===== src/verilog/key_port.sv =====
`timescale 1ns/1ps

module key_port (
    input  logic       clk,
    input  logic       reset,
    input  logic       key_valid,
    input  logic [7:0] key_data,
    input  logic       rd,
    output logic [7:0] rdata,
    output logic       irq
);
    logic [7:0] held;   // last key byte
    logic       full;

    assign rdata = held;
    assign irq   = full;    // level, stays until read

    // new key wins over a read in the same cycle
    always_ff @(posedge clk or negedge reset) begin
        if (!reset)
            full <= 1'b0;
        else if (key_valid)
            full <= 1'b1;
        else if (rd)
            full <= 1'b0;
    end

    // overwrite on every key
    always_ff @(posedge clk) begin
        if (key_valid)
            held <= key_data;
    end

endmodule


===== config.mk =====
export PLATFORM = sky130hd
export DESIGN_NAME = key_port
export DESIGN_NICKNAME = d
export VERILOG_FILES = /design/src/verilog/key_port.sv
export SDC_FILE = /design/constraint.sdc
export NUM_CORES = 1
export LEC_CHECK = 0
export BUFFER_PORTS_ARGS = -buffer_cell sky130_fd_sc_hd__buf_2
export CAP_MARGIN = 20
export CORE_AREA = 4 4 41 43
export CTS_CLUSTER_SIZE = 30
export DETAILED_ROUTE_END_ITERATION = 6
export DIE_AREA = 0 0 45 47
export PLACE_DENSITY_LB_ADDON = 0.12
export SKIP_CTS_REPAIR_TIMING = 1
export SLEW_MARGIN = 30
export SYNTH_ARGS = -nofsm -noshare
export SYNTH_HDL_FRONTEND = slang
export SYNTH_SLANG_ARGS = --single-unit

===== constraint.sdc =====
create_clock -name clk -period 0.8 [get_ports clk]
set_input_delay 0.16 -clock clk [delete_from_list [all_inputs] [get_ports clk]]
set_output_delay 0.16 -clock clk [all_outputs]
set_load 0.01 [all_outputs]

Word-level counts from Yosys, hierarchy flattened
Index checks and enable logic that the tools add are counted.
{"block": "op_classes", "muxes": 2, "reduce_logical": 1}
{"cell": "$mux 1", "n": 2}
{"cell": "$reduce_bool 2->1", "n": 1}
{"block": "word_totals", "ff_bits": 9}

Logic depth before layout (Yosys ltp)
Gate-level depths: netlist of run 1.
{"block": "logic_depth", "ltp_word": 2, "ltp_mapped": 2, "depth_no_buf": 2}

Worst setup path after synthesis of run 1
Ideal clock, no wire load.
{"block": "synth_path", "path_kind": "reg2reg", "startpoint": "register, netlist name irq", "endpoint": "register full (netlist: irq)", "path_stages_with_launch": 2, "arrival_time_ns": 0.565, "setup_time_ns": 0.118, "setup_slack_ns": 0.117, "path_cell_list": "dfrtp_1 -> a21o_1"}
{"element": "to (signal assigned)", "line_no": "21", "source": "full <= 1'b0;"}
{"element": "to (signal assigned)", "line_no": "23", "source": "full <= 1'b1;"}
{"element": "to (signal assigned)", "line_no": "25", "source": "full <= 1'b0;"}
{"element": "to (decl)", "line_no": "13", "source": "logic full;"}

Worst setup path in the final report of run 1
{"block": "layout_path", "startpoint": "register full (netlist: irq)", "endpoint": "output port irq"}
{"element": "to (decl)", "line_no": "10", "source": "output logic irq"}
No word-level cell between the ends.

==> summary.txt, run 1 <==
Floorplan
  – Die Y: 47 µm
  – Die extent in x: between 40 and 50 µm
  – I/O pin cnt: 21
  – Row count: 13
  – Core Box Area: 0.00130 mm²
  – Initial Util: between 20% and 30%
  – Die area: 0.00212 mm²

Route
  – Starting DRT DRC Count: 4
  – Drt total wl: 548 µm
  – Residual DRC: 0
  – DR pass1 iterations: 2
  – Routed length per instance: 10.5 µm
  – Vias per cell: between 3 and 4
  – Routed Antenna Nets: 0
  – Vias: 190

Power and ir drop
  – Worst VDD drop: 0.947 mV
  – Pwr dens: 2290 mW/mm²
  – LEAKAGE: 0.000202 µW

Yosys
  – Synth Instances: 11
  – Synthesized Nets: 23
  – Synthesized area: 277 µm²
  – Synth cell types: 4
  – Seq/Total Area, Yosys: approximately 96%
  – Flops & latches, synth: 9
  – Post-synthesis area per instance: 25.1 µm²
  – Yosys warns: 0

Global routing
  – Global-route wire length before repair: 765 µm
  – Vias in the first global route: 181
  – Gr ovfl total: 0
  – Initial antenna violation count: 0
  – Largest net degree at the start of global routing: 10
  – All-Layer GR Usage: about 5.8%

Layout
  – Register Area: 265 µm²
  – Ant. Diodes: 0
  – Area delta synth->final: 58.8%
  – Most common cell after layout, fill and taps aside: buf_2
  – Final instance count without filler cells: 52
  – Layout cells sized above 1: 64.9%
  – FILL cells: 146
  – Most frequent cells in the layout: 20 x buf_2, 8 x edfxtp_1, 3 x clkbuf_4
  – Area of the multi-input gates: 7.51 µm²
  – Final net count: 50

CTS
  – CTS tree: yes
  – Worst-Skew Late Latency: approximately 0.26 ns
  – Worst-path clk slew: 0.06 ns
  – CTS max path bufs: 2
  – Total CTS buffers: 3
  – Root Buffer: clkbuf_4
  – Clk sink count: 9
  – Htree depth: 1

STA
  – Clk_skew: 0 ns
  – Tcrit/Tclk final: 117%
  – Final hold vios: 0
  – Max-slew headroom: 87.2%
  – RSZ-0062 raised after global routing: yes
  – Slew of the pin with the lowest slew margin: approximately 0.19 ns
  – Final Setup Violations: 9
  – Max Clock Freq: about 1.1 GHz
  – Min Clock Period, post-route: slightly above 0.9 ns
  – Max Slew Vio Count: 0
  – Post-Route Setup TNS: -1.02 ns
  – Final setup margin: -0.134 ns

Critical path
  – Critical R2R Launch: irq
  – Worst EP arrival: 0.77 ns
  – CP max-delay cell: dfrtp_1
  – Cell Chain, Critical Path: buf_2
  – Worst stage delay on the critical path: 0.38 ns
  – R2R cell count: 2
  – CP Launch Type: register
  – Crit. path cell count: 1
  – Reg2reg setup slack: ~0.04 ns
  – Crit-path max FO: 2
  – CP top delay family: flip-flops
  – Worst Path Buf+Inv: 1
  – Setup crit end kind: output port
  – Crit path required time: 0.64 ns
  – Reg2reg end: irq
  – Worst setup path class: reg2out

Min path
  – Hold Crit Start: key_data[1]
  – Worst Hold Endpoint: rdata[1]
  – WHS Path Cells: 1
  – Min-Delay Path Class: in2reg

Placed design
  – Pre-CTS setup slack: between 0.1 and 0.15 ns
  – Placer Congestion: 0.562
  – DP Cell Count: 46
  – Detailed placement HPWL: approximately 410 µm
  – IO Port Bufs: 20

Flow run
  – Total of max-cap violations: 0

Outcome
  – Failing checks: setup timing
  – Status: finished with violations
-- sequential cells by signal, summed over array words and instances (netlist names) --
register,count
irq,1
rdata,8
-- synth_stat cells --
master,number,share of area [%]
a21o_1,1,2.7
dfrtp_1,1,9.0
edfxtp_1,8,87
inv_1,1,1.4
-- stage by stage --
stage | power [µW] | utilization [%] | hold slack, ns | cell area, µm²
after floorplan | 596 | - | -0.136 | 277
after global placement | 659 | 30.4 | -0.0662 | 395
after detailed placement | 662 | 30.4 | -0.0609 | 395
after CTS | 1020 | 32.4 | -0.343 | 422
after global routing | 1050 | 33.8 | 0.0603 | 439
final | 1010 | 33.8 | 0.0735 | 439
-- cell families after synthesis --
logic type	Yosys count	synth area share [%]
flops	9	95.9
buf+inv	1	1.36
compound gates	1	2.72
-- report_power, final --
part	internal [µW]	switching, µW	total (µW)
Clock	192	156	348
Sequential	552	7.66	559
Combinational	51.0	47.7	98.7
-- worst reg2reg max path: cells and delay by family (launching register included) --
kind            cells  cell delay, ns
flops               1            0.38
buf+inv             1            0.13
compound gates      1            0.15
-- how the worst max path moves through the flow --
stage / start / end / slack (ns)
floorplan: irq / irq / 0.12
global placement: key_valid / rdata[1] / 0.13
detailed placement: key_valid / rdata[6] / 0.11
CTS: rdata[6] / rdata[6] / -0.14
global route: irq / irq / -0.17
finish: irq / irq / -0.13
-- per-layer routing --
layer  global-route usage, %  wire length [µm]  vias up  share of wire, %
met5                       0                 0        -                 0
met4                    7.02                 0        0                 0
met3                    2.30                59        0                11
met2                    9.32               295       10                54
met1                    4.93               193       87                35
li1                        -                 -       93                 -
-- area by class of cell --
class / count / share of cell area (%)
multi-input cells: 1 / 1.71
flip-flops and latches: 9 / 60.4
clock buffers: 4 / 5.98
inverters: 1 / 0.855
repair buffers: 22 / 26.8
well taps: 15 / 4.27
Power figures use the tool's default switching activity.
==> run 2, diff against run 1 <==
==> constraint.sdc (replaced) <==
create_clock -name clk -period 1.19 [get_ports clk]
set_input_delay 0.238 -clock clk [delete_from_list [all_inputs] [get_ports clk]]
set_output_delay 0.238 -clock clk [all_outputs]
set_load 0.01 [all_outputs]
==> run 2 against run 1 <==
The run now ends clean. Power shrank 33%. Critical path depth is the same. Design area shrank 1.7%. Clock skew is the same. Global-route usage is the same. Sequential share of layout area grew 1.1 points. Final cell count shrank 1.9%. Count of clock-buffer cells in the layout is the same. Clock power shrank 33%. Register-to-register slack gained 0.49 ns. Core utilization shrank 0.58 points. Critical endpoint unchanged. Largest cell class unchanged.
==> summary.txt, run 2 (synthesis results as in run 1) <==
Outcome
  – Status: finished clean

Layout
  – Most common cell after layout, fill and taps aside: buf_2
  – Most frequent cells in the layout: 20 x buf_2, 8 x edfxtp_1, 3 x clkbuf_4
  – Layout cells sized above 1: 63.9%
  – Final net count: 49
  – Area of the multi-input gates: 7.51 µm²
  – FILL cells: about 150
  – Register Area: roughly 270 µm²
  – Ant. Diodes: 0
  – Area delta synth->final: 56.1%
  – Max reg flops: 8

Placed design
  – Placer Congestion: roughly 0.56
  – IO Port Bufs: 20
  – Detailed placement HPWL: 414 µm

Critical path
  – CP max-delay cell: dfrtp_1
  – Worst EP arrival: 0.77 ns
  – Setup crit end kind: output port
  – Crit path required time: 0.95 ns
  – CP top delay family: flip-flops
  – Worst stage delay on the critical path: 0.38 ns
  – CP Launch Type: register
  – Worst Path Buf+Inv: 1
  – Crit-path max FO: 2
  – Cell Chain, Critical Path: buf_2
  – Reg2reg setup slack: 0.53 ns
  – Worst setup path class: reg2out

CTS
  – Htree depth: 1
  – Worst-Skew Late Latency: 0.25 ns
  – Clk sink count: 9
  – Root Buffer: clkbuf_4
  – CTS tree: yes
  – Total CTS buffers: 3
  – Worst-path clk slew: approximately 0.06 ns
  – CTS max path bufs: 2

Floorplan
  – Die area: between 0.002 and 0.0025 mm²
  – Row count: 13
  – Die extent in x: 45 µm
  – Core Box Area: roughly 0.0013 mm²
  – Die Y: between 40 and 50 µm
  – I/O pin cnt: 21
  – Initial Util: 21.2%

Route
  – Drt total wl: 533 µm
  – DR pass1 iterations: 2
  – Routed length per instance: around 10 µm
  – Routed Antenna Nets: 0
  – Vias per cell: roughly 3.6
  – Residual DRC: 0
  – Starting DRT DRC Count: 2
  – Vias: about 180

STA
  – Min Clock Period, post-route: 1.01 ns
  – Post-Route Setup TNS: 0 ns
  – Clk_skew: 0 ns
  – Final hold vios: 0
  – Max-slew headroom: 87.2%
  – Max Slew Vio Count: 0
  – Slew of the pin with the lowest slew margin: 0.192 ns
  – RSZ-0062 raised after global routing: no
  – Final Setup Violations: 0
  – Max Clock Freq: between 0.9 and 1 GHz
  – Tcrit/Tclk final: 84.6%

Power and ir drop
  – LEAKAGE: between 0.00015 and 0.0002 µW
  – Worst VDD drop: ~0.62 mV
  – Pwr dens: 1560 mW/mm²
  – Pwr Total: 672 µW

Global routing
  – All-Layer GR Usage: 5.75%
  – Global-route wire length before repair: 765 µm
  – Vias in the first global route: approximately 180
  – Largest net degree at the start of global routing: 10
  – Initial antenna violation count: 0
  – Gr ovfl total: 0

Flow run
  – Total of max-cap violations: 0

Min path
  – Min-Delay Path Class: in2reg
run 2: cell types whose count changed in the layout (fill, tap and decap cells not counted):
cell,change
buf_4,-1
run 2: area by class of cell:
class | instances | share of cell area [%]
Sequential cell | 9 | 61.4
Clock buffer | 4 | 6.09
Timing Repair Buffer | 21 | 25.5
Tap cell | 15 | 4.35
Inverter | 1 | 0.870
Multi-Input combinational cell | 1 | 1.74
run 2: metal layers:
metal | part of all wire (%) | up-vias | GRT usage [%]
li1 | - | 91 | -
met1 | 34 | 83 | 4.93
met2 | 55 | 10 | 9.32
met3 | 11 | 0 | 2.30
met4 | 0 | 0 | 7.02
met5 | 0 | - | 0
run 2: path summary, 6_finish.rpt:
path / from / end / depth (start not counted)
worst min register to register: irq / irq / 1
worst max-delay path: irq / irq / 1
max in group asynchronous: reset / irq / 2
worst max register to register: irq / irq / 1
worst min-delay path: key_data[1] / rdata[1] / 1
min in group asynchronous: reset / irq / 2
run 2: report_power, final:
| part | internal (µW) | leakage (µW) | switching [µW] |
|---|---|---|---|
| combinational | 31.6 | 0.0000931 | 31.2 |
| sequential | 371 | 0.0000891 | 5.05 |
| clock | 129 | 0.0000150 | 104 |
run 2: stage by stage:
stage / hold slack, ns / setup WS (ns) / cell area (µm²) / utilization, % / std cells
final: 0.153 / 0.183 / 432 / 33.2 / 51
after global routing: 0.138 / 0.136 / 432 / 33.2 / 51
after CTS: -0.265 / 0.172 / 422 / 32.4 / 50
after detailed placement: 0.0171 / 0.418 / 395 / 30.4 / 46
after global placement: 0.0118 / 0.437 / 395 / 30.4 / 46
after floorplan: -0.0576 / 0.507 / 277 / - / 11
