--- src/verilog/soc_pkg.sv ---
package soc_pkg;

    // widths
    localparam int xlen = 64;
    localparam int ilen = 32;

    // address map
    localparam logic [xlen-1:0] ram_base    = 64'h0000_0000_0000_1000;  // reset pc
    localparam logic [xlen-1:0] key_base    = 64'h0000_0000_0000_2000;
    localparam logic [xlen-1:0] art_base    = 64'h0000_0000_0000_3000;
    localparam logic [xlen-1:0] periph_mask = ~64'h0000_0000_0000_0fff;  // 4 KiB pages

    // machine csr numbers
    localparam logic [11:0] csr_mstatus = 12'h300;
    localparam logic [11:0] csr_mie     = 12'h304;
    localparam logic [11:0] csr_mtvec   = 12'h305;
    localparam logic [11:0] csr_mepc    = 12'h341;
    localparam logic [11:0] csr_mcause  = 12'h342;
    localparam logic [11:0] csr_mip     = 12'h344;

    // major opcodes
    localparam logic [6:0] op_lui    = 7'b0110111;
    localparam logic [6:0] op_op_imm = 7'b0010011;
    localparam logic [6:0] op_load   = 7'b0000011;
    localparam logic [6:0] op_store  = 7'b0100011;
    localparam logic [6:0] op_system = 7'b1110011;

    localparam logic [ilen-1:0] mret_word  = 32'h3020_0073;
    localparam logic [ilen-1:0] nop_word   = 32'h0000_0013;  // addi x0, x0, 0
    localparam logic [xlen-1:0] cause_mext = {1'b1, 59'd0, 4'd11};  // interrupt, code 11

    // core to peripherals
    typedef struct packed {
        logic [xlen-1:0] addr;
        logic [xlen-1:0] wdata;
        logic            we;
        logic            re;
    } bus_req_t;

    // peripherals to core, one cycle after the request
    typedef struct packed {
        logic [xlen-1:0] rdata;
        logic            hit;   // address matched a port
    } bus_rsp_t;

    typedef struct packed {
        logic            valid; // csrrw this cycle
        logic [11:0]     num;
        logic [xlen-1:0] wdata;
        logic            mret;
    } csr_req_t;

    // pc redirect from the csr block
    typedef struct packed {
        logic            take;
        logic [xlen-1:0] target;
    } trap_t;

endpackage

--- src/verilog/art_port.sv ---
`timescale 1ns/1ps

module art_port import soc_pkg::*; (
    input  logic            clk,
    input  logic            reset,
    input  logic            we,
    input  logic [xlen-1:0] wdata,
    output logic [xlen-1:0] art_data,
    output logic            art_strobe
);

    // display starts blank
    always_ff @(posedge clk or negedge reset) begin
        if (!reset) begin
            art_data   <= '0;
            art_strobe <= 1'b0;
        end else begin
            art_strobe <= we;   // one pulse per store
            if (we)
                art_data <= wdata;
        end
    end

endmodule

--- config.mk ---
export PLATFORM = sky130hd
export DESIGN_NAME = art_port
export DESIGN_NICKNAME = d
export VERILOG_FILES = /design/src/verilog/soc_pkg.sv /design/src/verilog/art_port.sv
export SDC_FILE = /design/constraint.sdc
export NUM_CORES = 1
export LEC_CHECK = 0
export BUFFER_PORTS_ARGS = -buffer_cell sky130_fd_sc_hd__buf_2
export CAP_MARGIN = 40
export CORE_MARGIN = 1.5
export CORE_UTILIZATION = 31
export DETAILED_ROUTE_END_ITERATION = 10
export PLACE_DENSITY = 0.57
export REMOVE_ABC_BUFFERS = 1
export SYNTH_ARGS = -nofsm -noshare
export SYNTH_HDL_FRONTEND = slang
export SYNTH_SLANG_ARGS = --single-unit
--- constraint.sdc ---
create_clock -name clk -period 2.09 [get_ports clk]
set_clock_uncertainty 0.05 [all_clocks]
set_input_delay 0.418 -clock clk [delete_from_list [all_inputs] [get_ports clk]]
set_output_delay 0.418 -clock clk [all_outputs]
set_load 0.005 [all_outputs]
# Word level (Yosys, flattened, before mapping)
# Cells that the tools add are included.
# totals
output_inout_bits	65
input_bits	67
reg_bits	65
wordCells	2

# Longest topological paths before layout
# Gate-level depths: netlist (run 1).
# depth
depth_word	0
mapped_depth	3
ltp_nobuf	1

# Worst setup path before layout (run 1)
# No wires, ideal clock.
# synth_path
kind	input port to flip-flop
start	input port we
end	register art_data[10]
t_required_ns	1.915
stages	3
path_buffers	2
setup_time_ns	0.125
path_slack_ns	0.891
arrival_time_ns	1.024
path_cell_list	buf_6 > buf_12 > mux2_4
# synth_lines
element	line	source
start, declared	art_port.sv:6	input logic we,
end signal, assigned	art_port.sv:20	art_data <= wdata;
end, declared	art_port.sv:8	output logic [xlen-1:0] art_data,
# No word-level cell between the ends.

# Final worst setup path (run 1)
# layout_path
start	register art_data[39]
end	output port art_data[39]
# No word-level cell between the ends.

==> impl_metrics.yaml, run 1 <==
floorplanning:
  die-area_sq_um: 9290
  chipHeight_um: 96.4
  io_pins: 132
  std_cell_rows: 33
  start_util_pct: 32.4
  dieWidth_um: 96.4
  core_area_sq_um: 8340
setup_path:
  crit_chain: "buf_2"
  crit_start: "art_data[39]$_DFFE_PN0P_"
  crit_fanout: 2
  r2r_start: "art_data[39]$_DFFE_PN0P_"
  crit_family: "flip-flops"
  cp_slowest_stage_delay_ps: 420
  required_ps: 1620
  arrival_ps: 880
  path_class: "reg -> out"
  critPathCaptureType: "primary output"
  cp.buffers_inverters: 1
  start_kind: "flop"
  crit_path_top_delay_cell: "dfrtp_1"
timing:
  layout_min_cycle_time_ps: 1340
  period_share_pct: 64.3
  holdWs_ps: 41.6
  hold_viol: 0
  setup_viol: 0
  slew_headroom_pct: 77.2
  layout_setup_ws_ps: 745
  fin_tns_setup_ps: 0
  final_max_slew_viol_count: 0
  rsz0062_at_grt: "false"
  tightest_slew_ps: 342
  max_freq_ghz: 0.744
logic_synthesis:
  yosysWarnings: 0
  synth_xor_area_share_pct: 0
  synth_seq_cells: 65
  synth_fa_ha_area_share_pct: 0
  synth_area_sq_um: 2700
  synth_top_family_by_area: "multiplexers"
  post_synth.cell_area_avg_sq_um: 19.9
  synth_compound_gate_area_share_pct: 0
  synthMuxAreaShare_pct: 35.0
  seq_area_frac_synth_pct: 60.2
  synth_simple_gate_area_share_pct: 0
  synth_cell_types: 5
  syn_inst: 136
clock_network:
  cts_buffer_depth: 2
  ctsHoldBuffers: 0
  cts_resized: 0
  insertion_delay_ps: 320
  cts_made_buffers: 9
  cts_root_buf: "clkbuf_8"
  h-tree-depth: 3
  clkTransAtPathRegs_ps: 80
  tritoncts: "built"
  cts_setup_buffers: 0
  cts.sinks: 65
global_routing:
  grt_max_degree: 66
  grt_pass1_vias: 1693
  antenna_found_initial: 0
  use_met2_pct: 19.8
  globalRouteOverflowTotal: 0
  met1_usage_pct: 15.6
  gr-usage-met3_pct: 4.62
  grtUsageTotal_pct: 12.6
  grt_pass1_wl_um: 8490
  busiest_layer: "met2"
finish:
  layout.cells.non_filler: 386
  fin_area_sq_um: 3640
  layout_common_cells: "130 x buf_2, 65 x dfrtp_1, 60 x mux2_4"
  nFillCells: 760
  syn_to_final_growth_pct: 34.7
  fin_nets: 343
  layout.cells.most_common: "buf_2"
  fin_util_pct: 43.7
  diodes: 0
  drive_above_1_share_pct: 76.9
detailed_routing:
  ant_nets: 0
  drc: 0
  first_pass_iters: 2
  vias_per_cell: 4.25
  wl_per_cell_um: 14.6
  routed_wl_um: 5620
  vias: 1640
  drtIter0Drc: 29
power_and_ir_drop:
  powerDensity_nw_per_um2: 833
  peakVddDrop_uv: 359
  power.total_mw: 3.03
  p_leak_nw: 1.92
min_path:
  hold_path_class: "in -> async"
place:
  place_ws_ps: 615
  place_area_sq_um: 3440
  gp_congestion: 0.767
  io_buffers: 131
  dp.cells: 370
  dp_hpwl_um: 3980
run_status:
  status: "finished clean"
job:
  drv_cap: 0
==> flip-flops by register name, summed over array words and instances, names as in the netlist <==
register    flops
art_strobe      1
art_data       64
==> layout make-up <==
cell class                      instances  area [sq um]  area share (%)
Clock inverter                          6          66.3            1.82
Sequential cell                        65          1630            44.7
Timing Repair Buffer                  136           733            20.1
Clock buffer                           10           138            3.78
Multi-Input combinational cell         64           946            26.0
Tap cell                              105           131            3.61
==> per-layer routing <==
metal  up-vias  share of wire [%]
li1        754                  -
met1       812                 44
met2        70                 48
met3         4                7.4
met4         0               0.82
met5         -                  0
==> synth_stat cells <==
cell type / count / area share (%)
dfrtp_1: 65 / 60
buf_6: 1 / 0.42
mux2_2: 4 / 1.7
mux2_4: 60 / 33
buf_12: 6 / 4.4
==> worst paths after layout <==
| check | endpoint | slack (ps) | depth (start not counted) |
|---|---|---|---|
| worst min-delay path | art_data[58]$_DFFE_PN0P_ | 40 | 2 |
| worst min register to register | art_data[6]$_DFFE_PN0P_ | 450 | 1 |
| worst max-delay path | art_data[39] | 750 | 1 |
| min in group clk | art_data[31]$_DFFE_PN0P_ | 270 | 2 |
| worst max register to register | art_data[39]$_DFFE_PN0P_ | 1240 | 1 |
| max in group asynchronous | art_data[40]$_DFFE_PN0P_ | 1670 | 2 |
==> cells by family after synthesis <==
| group | count (synthesis) |
|---|---|
| muxes | 64 |
| DFF | 65 |
| buffers and inverters | 7 |
==> power by group <==
| group | switching [mW] | internal [mW] |
|---|---|---|
| logic | 0.171 | 0.315 |
| clock network | 0.508 | 0.586 |
| registers | 0.0690 | 1.38 |
| total | 0.748 | 2.28 |
(Power assumes the default switching activity.)
==> run 2: changes to the inputs <==
==> constraint.sdc (replaced) <==
create_clock -name clk -period 1.4 [get_ports clk]
set_clock_uncertainty 0.05 [all_clocks]
set_input_delay 0.28 -clock clk [delete_from_list [all_inputs] [get_ports clk]]
set_output_delay 0.28 -clock clk [all_outputs]
set_load 0.005 [all_outputs]
==> run 2 against run 1 <==
Compared with the run above:
- via count fell by 1.3%
- wire length down 4.1%
- sequential share of layout area fell by 0.35 points
- die area unchanged
- power rose by 51%
- sequential power is 49% higher
- first-iteration DRC count unchanged
- critical path type unchanged
- combinational power rose by 50%
- critical path depth is the same
- clock power rose by 55%
- flip-flop and latch count did not move
==> impl_metrics.yaml, run 2 (synthesis results as in run 1) <==
timing:
  slew_headroom_pct: 77.3
  period_share_pct: 84.5
  rsz0062_at_grt: "false"
  hold_viol: 0
  layout_min_cycle_time_ps: 1180
  setup_viol: 0
  fin_tns_setup_ps: 0
  tightest_slew_ps: 341
  max_freq_ghz: 0.845
  final_max_slew_viol_count: 0
detailed_routing:
  drc: 0
  wl_per_cell_um: 13.9
  first_pass_iters: 4
  drtIter0Drc: 29
  vias_per_cell: 4.18
  ant_nets: 0
  routed_wl_um: 5400
  vias: 1618
global_routing:
  grt_pass1_vias: 1625
  antenna_found_initial: 1
  globalRouteOverflowTotal: 0
  grt_pass1_wl_um: 7990
  grt_max_degree: 66
  grtUsageTotal_pct: 11.9
power_and_ir_drop:
  peakVddDrop_uv: 511
  seq_power_share_pct: 47.2
  combPwrFrac_pct: 15.9
  swShare_pct: 22.9
  p_switching_mw: 1.05
  power_frac_clock_pct: 36.9
  powerDensity_nw_per_um2: 1250
  p_leak_nw: 1.94
  p_int_mw: 3.53
clock_network:
  cts_setup_buffers: 0
  cts_resized: 0
  cts_made_buffers: 9
  cts.sinks: 65
  cts_root_buf: "clkbuf_8"
  insertion_delay_ps: 320
  cts_buffer_depth: 2
  ctsHoldBuffers: 1
  h-tree-depth: 3
  clkTransAtPathRegs_ps: 80
  tritoncts: "built"
setup_path:
  r2r_start: "art_data[17]$_DFFE_PN0P_"
  crit_start: "art_data[17]$_DFFE_PN0P_"
  critPathCaptureType: "primary output"
  crit_chain: "buf_2"
  cp.buffers_inverters: 1
  cp_slowest_stage_delay_ps: 400
  path_class: "reg -> out"
  arrival_ps: 850
  start_kind: "flop"
  required_ps: 1070
  crit_family: "flip-flops"
  crit_path_top_delay_cell: "dfrtp_1"
  crit_fanout: 2
finish:
  regMostFlops: "art_data"
  fin_nets: 344
  fin_area_sq_um: 3670
  largest_reg_flops: 64
  layout_common_cells: "130 x buf_2, 65 x dfrtp_1, 60 x mux2_4"
  layout.cells.most_common: "buf_2"
  syn_to_final_growth_pct: 35.7
  drive_above_1_share_pct: 76.2
  largest_registers: "art_data x64, art_strobe x1"
  diodes: 0
floorplanning:
  std_cell_rows: 33
  dieWidth_um: 96.4
  core_area_sq_um: 8340
  io_pins: 132
  die-area_sq_um: 9290
  start_util_pct: 32.4
  chipHeight_um: 96.4
place:
  dp_hpwl_um: 3850
  io_buffers: 131
  gp_congestion: 0.712
  place_area_sq_um: 3450
min_path:
  min-delay-start: "wdata[21]"
  hold_path_class: "in -> reg"
job:
  drv_cap: 0
run_status:
  status: "finished clean"
run 2: power groups by stage:
stage / registers [mW] / logic, mW / clock network, mW
global route: 2.19 / 0.796 / 1.86
floorplan: 2.21 / 0.297 / 0
CTS: 2.17 / 0.745 / 1.76
finish: 2.16 / 0.729 / 1.69
detailed placement: 2.19 / 0.745 / 0
global placement: 2.20 / 0.733 / 0
run 2: cell type report:
class,count,area (sq um)
clock inverter,6,82.6
tap,105,131
sequential,65,1630
timing repair buffer,137,756
multi-input combinational,64,946
clock buffer,10,128
fill,786,4670
run 2: worst paths after layout:
check,depth (start not counted),slack [ps],endpoint
max,1,220,art_data[17]
min reg2reg,1,460,art_data[28]$_DFFE_PN0P_
min in group asynchronous,3,440,art_data[31]$_DFFE_PN0P_
max in group asynchronous,3,580,art_data[54]$_DFFE_PN0P_
min,2,130,art_data[21]$_DFFE_PN0P_
max reg2reg,1,580,art_data[17]$_DFFE_PN0P_
run 2: stage by stage:
step	hold WS, ps	cells	util, %	power [mW]	setup WS, ps
after floorplan	-65.6	129	-	2.51	602
after global placement	275	370	41.4	2.93	173
after detailed placement	275	370	41.4	2.94	164
after CTS	106	387	44.0	4.67	192
after global routing	90.5	387	44.0	4.85	154
final	126	387	44.0	4.59	217
run 2: per-layer routing:
layer / GRT usage, % / part of all wire (%) / vias up
met5: 0 / 0.24 / -
met4: 3.62 / 0.44 / 2
met3: 6.42 / 8.7 / 4
met2: 18.6 / 48 / 72
met1: 14.1 / 43 / 788
li1: - / - / 752
