<file path="config.mk">
export PLATFORM = sky130hd
export DESIGN_NAME = machine_csr
export DESIGN_NICKNAME = d
export VERILOG_FILES = /design/src/verilog/soc_pkg.sv /design/src/verilog/machine_csr.sv
export SDC_FILE = /design/constraint.sdc
export NUM_CORES = 1
export LEC_CHECK = 0
export BUFFER_PORTS_ARGS = -buffer_cell sky130_fd_sc_hd__buf_2
export CAP_MARGIN = 20
export CELL_PAD_IN_SITES_DETAIL_PLACEMENT = 2
export CELL_PAD_IN_SITES_GLOBAL_PLACEMENT = 2
export CORE_AREA = 2 2 143 214
export CTS_CLUSTER_DIAMETER = 100
export DETAILED_ROUTE_END_ITERATION = 8
export DIE_AREA = 0 0 145 216
export MAX_ROUTING_LAYER = met4
export PLACE_DENSITY = 0.92
export SLEW_MARGIN = 25
export SYNTH_ARGS = -nofsm -noshare
export SYNTH_HDL_FRONTEND = slang
export SYNTH_SLANG_ARGS = --single-unit
</file>
<file path="constraint.sdc">
create_clock -name clk -period 4.2 [get_ports clk]
set_input_delay 0.21 -clock clk [delete_from_list [all_inputs] [get_ports clk]]
set_output_delay 0.21 -clock clk [all_outputs]
set_load 0.02 [all_outputs]
</file>
<file path="src/verilog/soc_pkg.sv">
package soc_pkg;

    // widths
    localparam int xlen = 64;
    localparam int ilen = 32;

    // address map
    localparam logic [xlen-1:0] ram_base    = 64'h0000_0000_0000_1000;  // reset pc
    localparam logic [xlen-1:0] key_base    = 64'h0000_0000_0000_2000;
    localparam logic [xlen-1:0] art_base    = 64'h0000_0000_0000_3000;
    localparam logic [xlen-1:0] periph_mask = ~64'h0000_0000_0000_0fff;  // 4 KiB pages

    // machine csr numbers
    localparam logic [11:0] csr_mstatus = 12'h300;
    localparam logic [11:0] csr_mie     = 12'h304;
    localparam logic [11:0] csr_mtvec   = 12'h305;
    localparam logic [11:0] csr_mepc    = 12'h341;
    localparam logic [11:0] csr_mcause  = 12'h342;
    localparam logic [11:0] csr_mip     = 12'h344;

    // major opcodes
    localparam logic [6:0] op_lui    = 7'b0110111;
    localparam logic [6:0] op_op_imm = 7'b0010011;
    localparam logic [6:0] op_load   = 7'b0000011;
    localparam logic [6:0] op_store  = 7'b0100011;
    localparam logic [6:0] op_system = 7'b1110011;

    localparam logic [ilen-1:0] mret_word  = 32'h3020_0073;
    localparam logic [ilen-1:0] nop_word   = 32'h0000_0013;  // addi x0, x0, 0
    localparam logic [xlen-1:0] cause_mext = {1'b1, 59'd0, 4'd11};  // interrupt, code 11

    // core to peripherals
    typedef struct packed {
        logic [xlen-1:0] addr;
        logic [xlen-1:0] wdata;
        logic            we;
        logic            re;
    } bus_req_t;

    // peripherals to core, one cycle after the request
    typedef struct packed {
        logic [xlen-1:0] rdata;
        logic            hit;   // address matched a port
    } bus_rsp_t;

    typedef struct packed {
        logic            valid; // csrrw this cycle
        logic [11:0]     num;
        logic [xlen-1:0] wdata;
        logic            mret;
    } csr_req_t;

    // pc redirect from the csr block
    typedef struct packed {
        logic            take;
        logic [xlen-1:0] target;
    } trap_t;

endpackage

</file>
<file path="src/verilog/machine_csr.sv">
`timescale 1ns/1ps

module machine_csr import soc_pkg::*; (
    input  logic            clk,
    input  logic            reset,
    input  csr_req_t        csr_req,
    output logic [xlen-1:0] csr_rdata,
    input  logic            ext_irq,
    input  logic            insn_boundary,
    input  logic [xlen-1:0] epc,
    output trap_t           trap,
    output logic            irq_ack
);
    logic            mstatus_mie;   // global enable
    logic            mstatus_mpie;  // mie before trap
    logic            mie_meie;
    logic [xlen-1:0] mtvec;
    logic [xlen-1:0] mepc;
    logic [xlen-1:0] mcause;
    logic            take;

    // meip follows the key port directly
    assign take = mstatus_mie && mie_meie && ext_irq && insn_boundary;

    // direct mode only, low bits of mtvec ignored
    assign trap.take   = take;
    assign trap.target = take ? {mtvec[xlen-1:2], 2'b00} : mepc;

    // old value back to the core, same cycle
    always_comb begin
        case (csr_req.num)
            csr_mstatus: csr_rdata = {56'd0, mstatus_mpie, 3'd0, mstatus_mie, 3'd0};
            csr_mie:     csr_rdata = {52'd0, mie_meie, 11'd0};
            csr_mip:     csr_rdata = {52'd0, ext_irq, 11'd0};
            csr_mtvec:   csr_rdata = mtvec;
            csr_mepc:    csr_rdata = mepc;
            csr_mcause:  csr_rdata = mcause;
            default:     csr_rdata = '0;
        endcase
    end

    always_ff @(posedge clk or negedge reset) begin
        if (!reset) begin
            mstatus_mie  <= 1'b0;
            mstatus_mpie <= 1'b0;
            mie_meie     <= 1'b0;
            mtvec        <= '0;
            mepc         <= '0;
            mcause       <= '0;
            irq_ack      <= 1'b0;
        end else begin
            irq_ack <= take;    // high while pc shows mtvec
            if (take) begin
                mepc         <= epc;
                mcause       <= cause_mext;
                mstatus_mpie <= mstatus_mie;
                mstatus_mie  <= 1'b0;   // no nesting
            end else if (csr_req.mret) begin
                mstatus_mie  <= mstatus_mpie;
                mstatus_mpie <= 1'b1;
            end else if (csr_req.valid) begin
                case (csr_req.num)
                    csr_mstatus: begin
                        mstatus_mie  <= csr_req.wdata[3];
                        mstatus_mpie <= csr_req.wdata[7];
                    end
                    csr_mie:    mie_meie <= csr_req.wdata[11];
                    csr_mtvec:  mtvec    <= csr_req.wdata;
                    csr_mepc:   mepc     <= csr_req.wdata;
                    csr_mcause: mcause   <= csr_req.wdata;
                    default: ;  // mip read only
                endcase
            end
        end
    end

    // core must squash an mret when a trap wins the boundary
    a_take_mret: assert property (@(posedge clk) disable iff (!reset)
        !(trap.take && csr_req.mret));

endmodule

</file>
**After elaboration in Yosys (flattened, before gate mapping)**

Index checks and enable logic that the tools add are counted.

- Memories: 0
- Output and inout bits: 130
- Latch bits: 0
- Input port bits: 146
- ROM bits: 0
- Register bits after elaboration: 196
- RAM bits: 0
- Word-level logic and storage cells: 47

- Muxes and demuxes: 18
- Bitwise operators: 2
- Magnitude comparators: 0
- Equal/unequal tests: 7
- Add/sub/neg operators: 0
- Shifts and indexed selects: 0
- Reductions and logical operators: 13
- Multiply operators: 0
- Div/mod/pow operators: 0

Operator list:

| kind | number |
|---|---|
| 2-to-1 mux 64 bit | 9 |
| case mux 64 bit (6 select lines) | 1 |
| equality test 12 x 10 -> 1 bit (second input constant) | 6 |
| 2-to-1 mux 1 bit | 8 |
| AND reduction 4 bit | 2 |
| AND reduction 3 bit | 2 |
| nonzero test 2 bit | 3 |
| nonzero test 3 bit | 2 |
| logical AND 1 bit | 3 |
| != test 2 x 1 -> 1 bit (second input constant) | 1 |
| inverter 1 bit | 2 |
| AND reduction 2 bit | 1 |

**Longest topological paths before layout**

- Word-level depth: 5
- Depth in mapped cells: 7
- Gate-level depth less buffers: 5

**Least setup slack after synthesis**

OpenSTA, ideal clock, no wires.

- Kind: input to register
- From: input csr_req[70] (netlist name)
- To: register mtvec[0]
- Arrival: 2.089 ns
- Required time: 4.075 ns
- Setup slack: 1.986 ns
- Cell stages on the path: 7
- Buffers on the path: 3
- Setup time: 0.125 ns
- Cells stage by stage: or4_1 -> buf_2 -> nor4b_4 -> and2_4 -> buf_12 -> buf_12 -> mux2_4

- Longest elaborated chain between the ends: 2

RTL lines:

| what | RTL line | text |
|---|---|---|
| start, declared | machine_csr.sv:6 | `input csr_req_t csr_req,` |
| equality test 12 x 10 -> 1 bit | machine_csr.sv:62 | `case (csr_req.num)` |
| AND reduction 4 bit (no line) | -- |  |
| end signal, assigned | machine_csr.sv:68 | `csr_mtvec: mtvec <= csr_req.wdata;` |
| end, declared | machine_csr.sv:17 | `logic [xlen-1:0] mtvec;` |

No other way between the ends.
A chain may end at the register's enable or synchronous reset.

**Final worst setup path**

- From: input csr_req[70] (netlist name)
- To: output csr_rdata[15]

- Longest elaborated chain between the ends: 2
- Elaborated cells between the ends (all ways): 7
- Those cells by class: eq/ne (6); mux (1)

RTL lines:

| what | RTL line | text |
|---|---|---|
| equality test 12 x 10 -> 1 bit | machine_csr.sv:31 | `case (csr_req.num)` |
| case mux 64 bit (6 select lines) (*) | machine_csr.sv:31 |  |
| end, declared | machine_csr.sv:7 | `output logic [xlen-1:0] csr_rdata,` |

Mark *: on every way between the ends. The rest lies on a longest branch, timed or not.

==> impl_metrics.yaml <==
worst_setup_path:
  cp_top_family: "simple AND/OR/NAND/NOR gates"
  cp-start-kind: "primary input"
  crit_fanout: 63
  cp_data_arrival_time_ns: 3.01
  regToRegEndpoint: "mtvec[61]$_DFFE_PN0P_"
  worst_path_most_repeated_cell: "buf_2"
  required_ns: 3.99
  path_class: "primary input to output port"
  crit_slowest_cell: "buf_4"
  critPathCaptureType: "output port"
  regToRegStartpoint: "mstatus_mie$_DFFE_PN0P_"
  critPathMaxStageDelay_ns: 0.81
  path_cells: "buf_2 > or4_1 > nor4b_2 > buf_4 > a221o_1 > buf_2"
  rrSetupSlack_ns: 1.59
  r2r_cells: 6
  path_buf_inv: 3
outcome:
  outcome: "complete, no violations"
placement:
  io_buffers: 275
  placed_cell_area_um2: 11800
  dp_hpwl_um: 25400
  place.gp.congestion: 0.829
power_and_ir_drop:
  p_total_mw: 3.84
  leakagePower_nw: 6.58
  ir_drop_uv: 296
  powerDensity_nw_per_um2: 292
cells_and_area:
  layout_commonest_cell: "buf_2"
  drive_gt1_share_pct: 30.6
  layout_common_cells: "buf_2, nand2_1, dfrtp_1"
  multi_input_area_um2: 4840
  area_growth_pct: 29.8
  final_area_um2: 13200
  fillers: 3062
  seqCellArea_um2: 4900
  num-nets-final: 1416
timing:
  final-setup-viol-count: 0
  final-hold-violation-count: 0
  skew_ns: 0.0160
  period_minus_slack_ns: 3.22
  relSlewSlack_pct: 33.5
  rsz0062_at_grt: "no"
  period_share_pct: 76.7
  tns_ns: 0
  slew_violations: 0
  max_freq_mhz: 310
  worstMarginPinSlew_ns: 0.998
yosys:
  synth_edf_count: 0
  ys_seq_area_share_pct: 48.3
  synth-seq-cells: 196
  netlist_instances: 960
  yosys.cell_types.count: 37
  yosysWarnings: 0
  syn_avg_cell_area_um2: 10.6
  syn_area_um2: 10200
  synthesis.nets: 1106
  synth-async-reset-ratio_pct: 100
  synthFlopType: "dfrtp_1"
cts:
  clkSinkCount: 196
  h-tree-depth: 4
  numCtsBuffers: 17
  cts_buffer_depth: 2
  cts_tree: "built"
  clkSlewWorstSetupHoldPaths_ns: 0.08
  clock_latency_ns: 0.46
  cts_root_buf: "clkbuf_16"
drt:
  first_pass_iters: 4
  wl_um: 44900
  avgRoutedWirePerCell_um: 26.7
  routed_via_density: 5.65
  drt-initial-drc-count: 520
  num_vias: 9511
  drcViolationCount: 0
  antenna_left: 0
global_routing:
  grt_pass1_vias: 11200
  grtUsageTotal_pct: 29.7
  grt_remaining_overflow: 0
  grt_max_degree: 182
  antenna_found_initial: 5
  grt_pass1_wl_um: 69300
die:
  die_area_um2: 31300
  ios: 276
  start_util_pct: 34.5
  core_area_um2: 29400
  fp.dieH_um: 216
  rows: 77
  die_x_um: 145
min_path:
  min_to: "mcause[34]$_DFFE_PN0P_"
  hp-class: "primary input to register"
  min_from: "csr_req[35]"
  hold_depth: 2
flow_run:
  maxCapViolCount: 0
==> cells in the mapped netlist, types with 2 or more instances <==
library cell | count | area, um^2
a22oi_1 | 2 | 15.0
o21ai_0 | 35 | 175
buf_4 | 7 | 52.6
inv_1 | 2 | 7.51
buf_12 | 7 | 140
and2_1 | 63 | 394
nor3b_1 | 2 | 15.0
clkbuf_1 | 55 | 206
nand2_1 | 255 | 957
mux2i_1 | 66 | 661
dfrtp_1 | 196 | 4900
nor2b_1 | 2 | 12.5
nand2b_1 | 3 | 18.8
nor2_1 | 9 | 33.8
buf_2 | 9 | 45.0
nand4b_1 | 3 | 26.3
o21ai_1 | 31 | 155
o22a_1 | 4 | 35.0
nor3_1 | 3 | 15.0
nor4b_1 | 3 | 26.3
a22o_1 | 60 | 526
a221o_1 | 64 | 641
mux2_1 | 4 | 45.0
nand4_1 | 3 | 18.8
mux2_4 | 60 | 901
==> flip-flops by register name (all words and copies together) (netlist names) <==
signal / cells
mcause: 64
mie_meie: 1
mepc: 64
irq_ack: 1
mstatus_mpie: 1
mstatus_mie: 1
mtvec: 64
==> repair_timing <==
action / 4_1_cts / 5_1_grt
hold buffers: 79 / 0
setup buffers: 0 / 0
gates resized for setup: 0 / 0
hold endpoints to repair: 187 / 0
==> kinds of logic (layout without fill, tap and decap cells) <==
| kind of cell | Yosys count | after routing | synth area share [%] |
|---|---|---|---|
| simple gates | 355 | 355 | 15.9 |
| flops | 196 | 196 | 48.3 |
| other cells | 0 | 5 | 0 |
| compound gates | 198 | 198 | 15.4 |
| buf+inv | 80 | 403 | 4.45 |
| mux | 131 | 131 | 15.9 |
==> metrics by stage <==
step | hold slack (ns) | util, % | worst slack [ns] | instances
5_1_grt | 0.0158 | 44.8 | 0.904 | 1683
4_1_cts | 0.000128 | 44.8 | 1.04 | 1678
3_5_place_dp | 0.386 | 40.1 | 1.10 | 1567
2_1_floorplan | -0.0856 | - | 1.99 | 960
3_3_place_gp | 0.383 | 40.1 | 1.16 | 1567
6_report | 0.0159 | 44.8 | 0.979 | 1683
==> routing by layer <==
metal | wire [um] | GRT usage, % | vias up
met4 | 2260 | 17.0 | 0
met1 | 16900 | 31.6 | 4928
li1 | - | - | 4024
met3 | 1770 | 4.80 | 146
met2 | 24000 | 52.3 | 413
met5 | 0 | - | -
==> worst max-delay path by stage <==
stage,slack [ns],depth (start not counted),from,to
after floorplan,1.99,7,csr_req[70],mtvec[0]$_DFFE_PN0P_
after global placement,1.16,6,csr_req[70],csr_rdata[15]
after detailed placement,1.10,6,csr_req[70],csr_rdata[15]
after CTS,1.04,6,csr_req[70],csr_rdata[15]
after global routing,0.90,6,csr_req[70],csr_rdata[15]
final,0.98,6,csr_req[70],csr_rdata[15]
==> final cells by class <==
cell class                      instances  share of cell area (%)
Multi-Input combinational cell        684                    36.7
Inverter                                2                  0.0950
Clock inverter                         13                   0.912
Timing Repair Buffer                  369                    17.8
Clock buffer                           19                    3.44
Antenna cell                            5                  0.0950
Tap cell                              395                    3.75
Sequential cell                       196                    37.2
==> power breakdown <==
part           internal [mW]  leakage (nW)  total, mW  switching (mW)
clock                  0.857         0.277       1.67           0.811
sequential              1.90          2.73       1.91          0.0105
combinational          0.122          3.57      0.269           0.146
total                   2.88          6.58       3.84           0.968
Note: power is estimated with default switching activity, not from simulation.
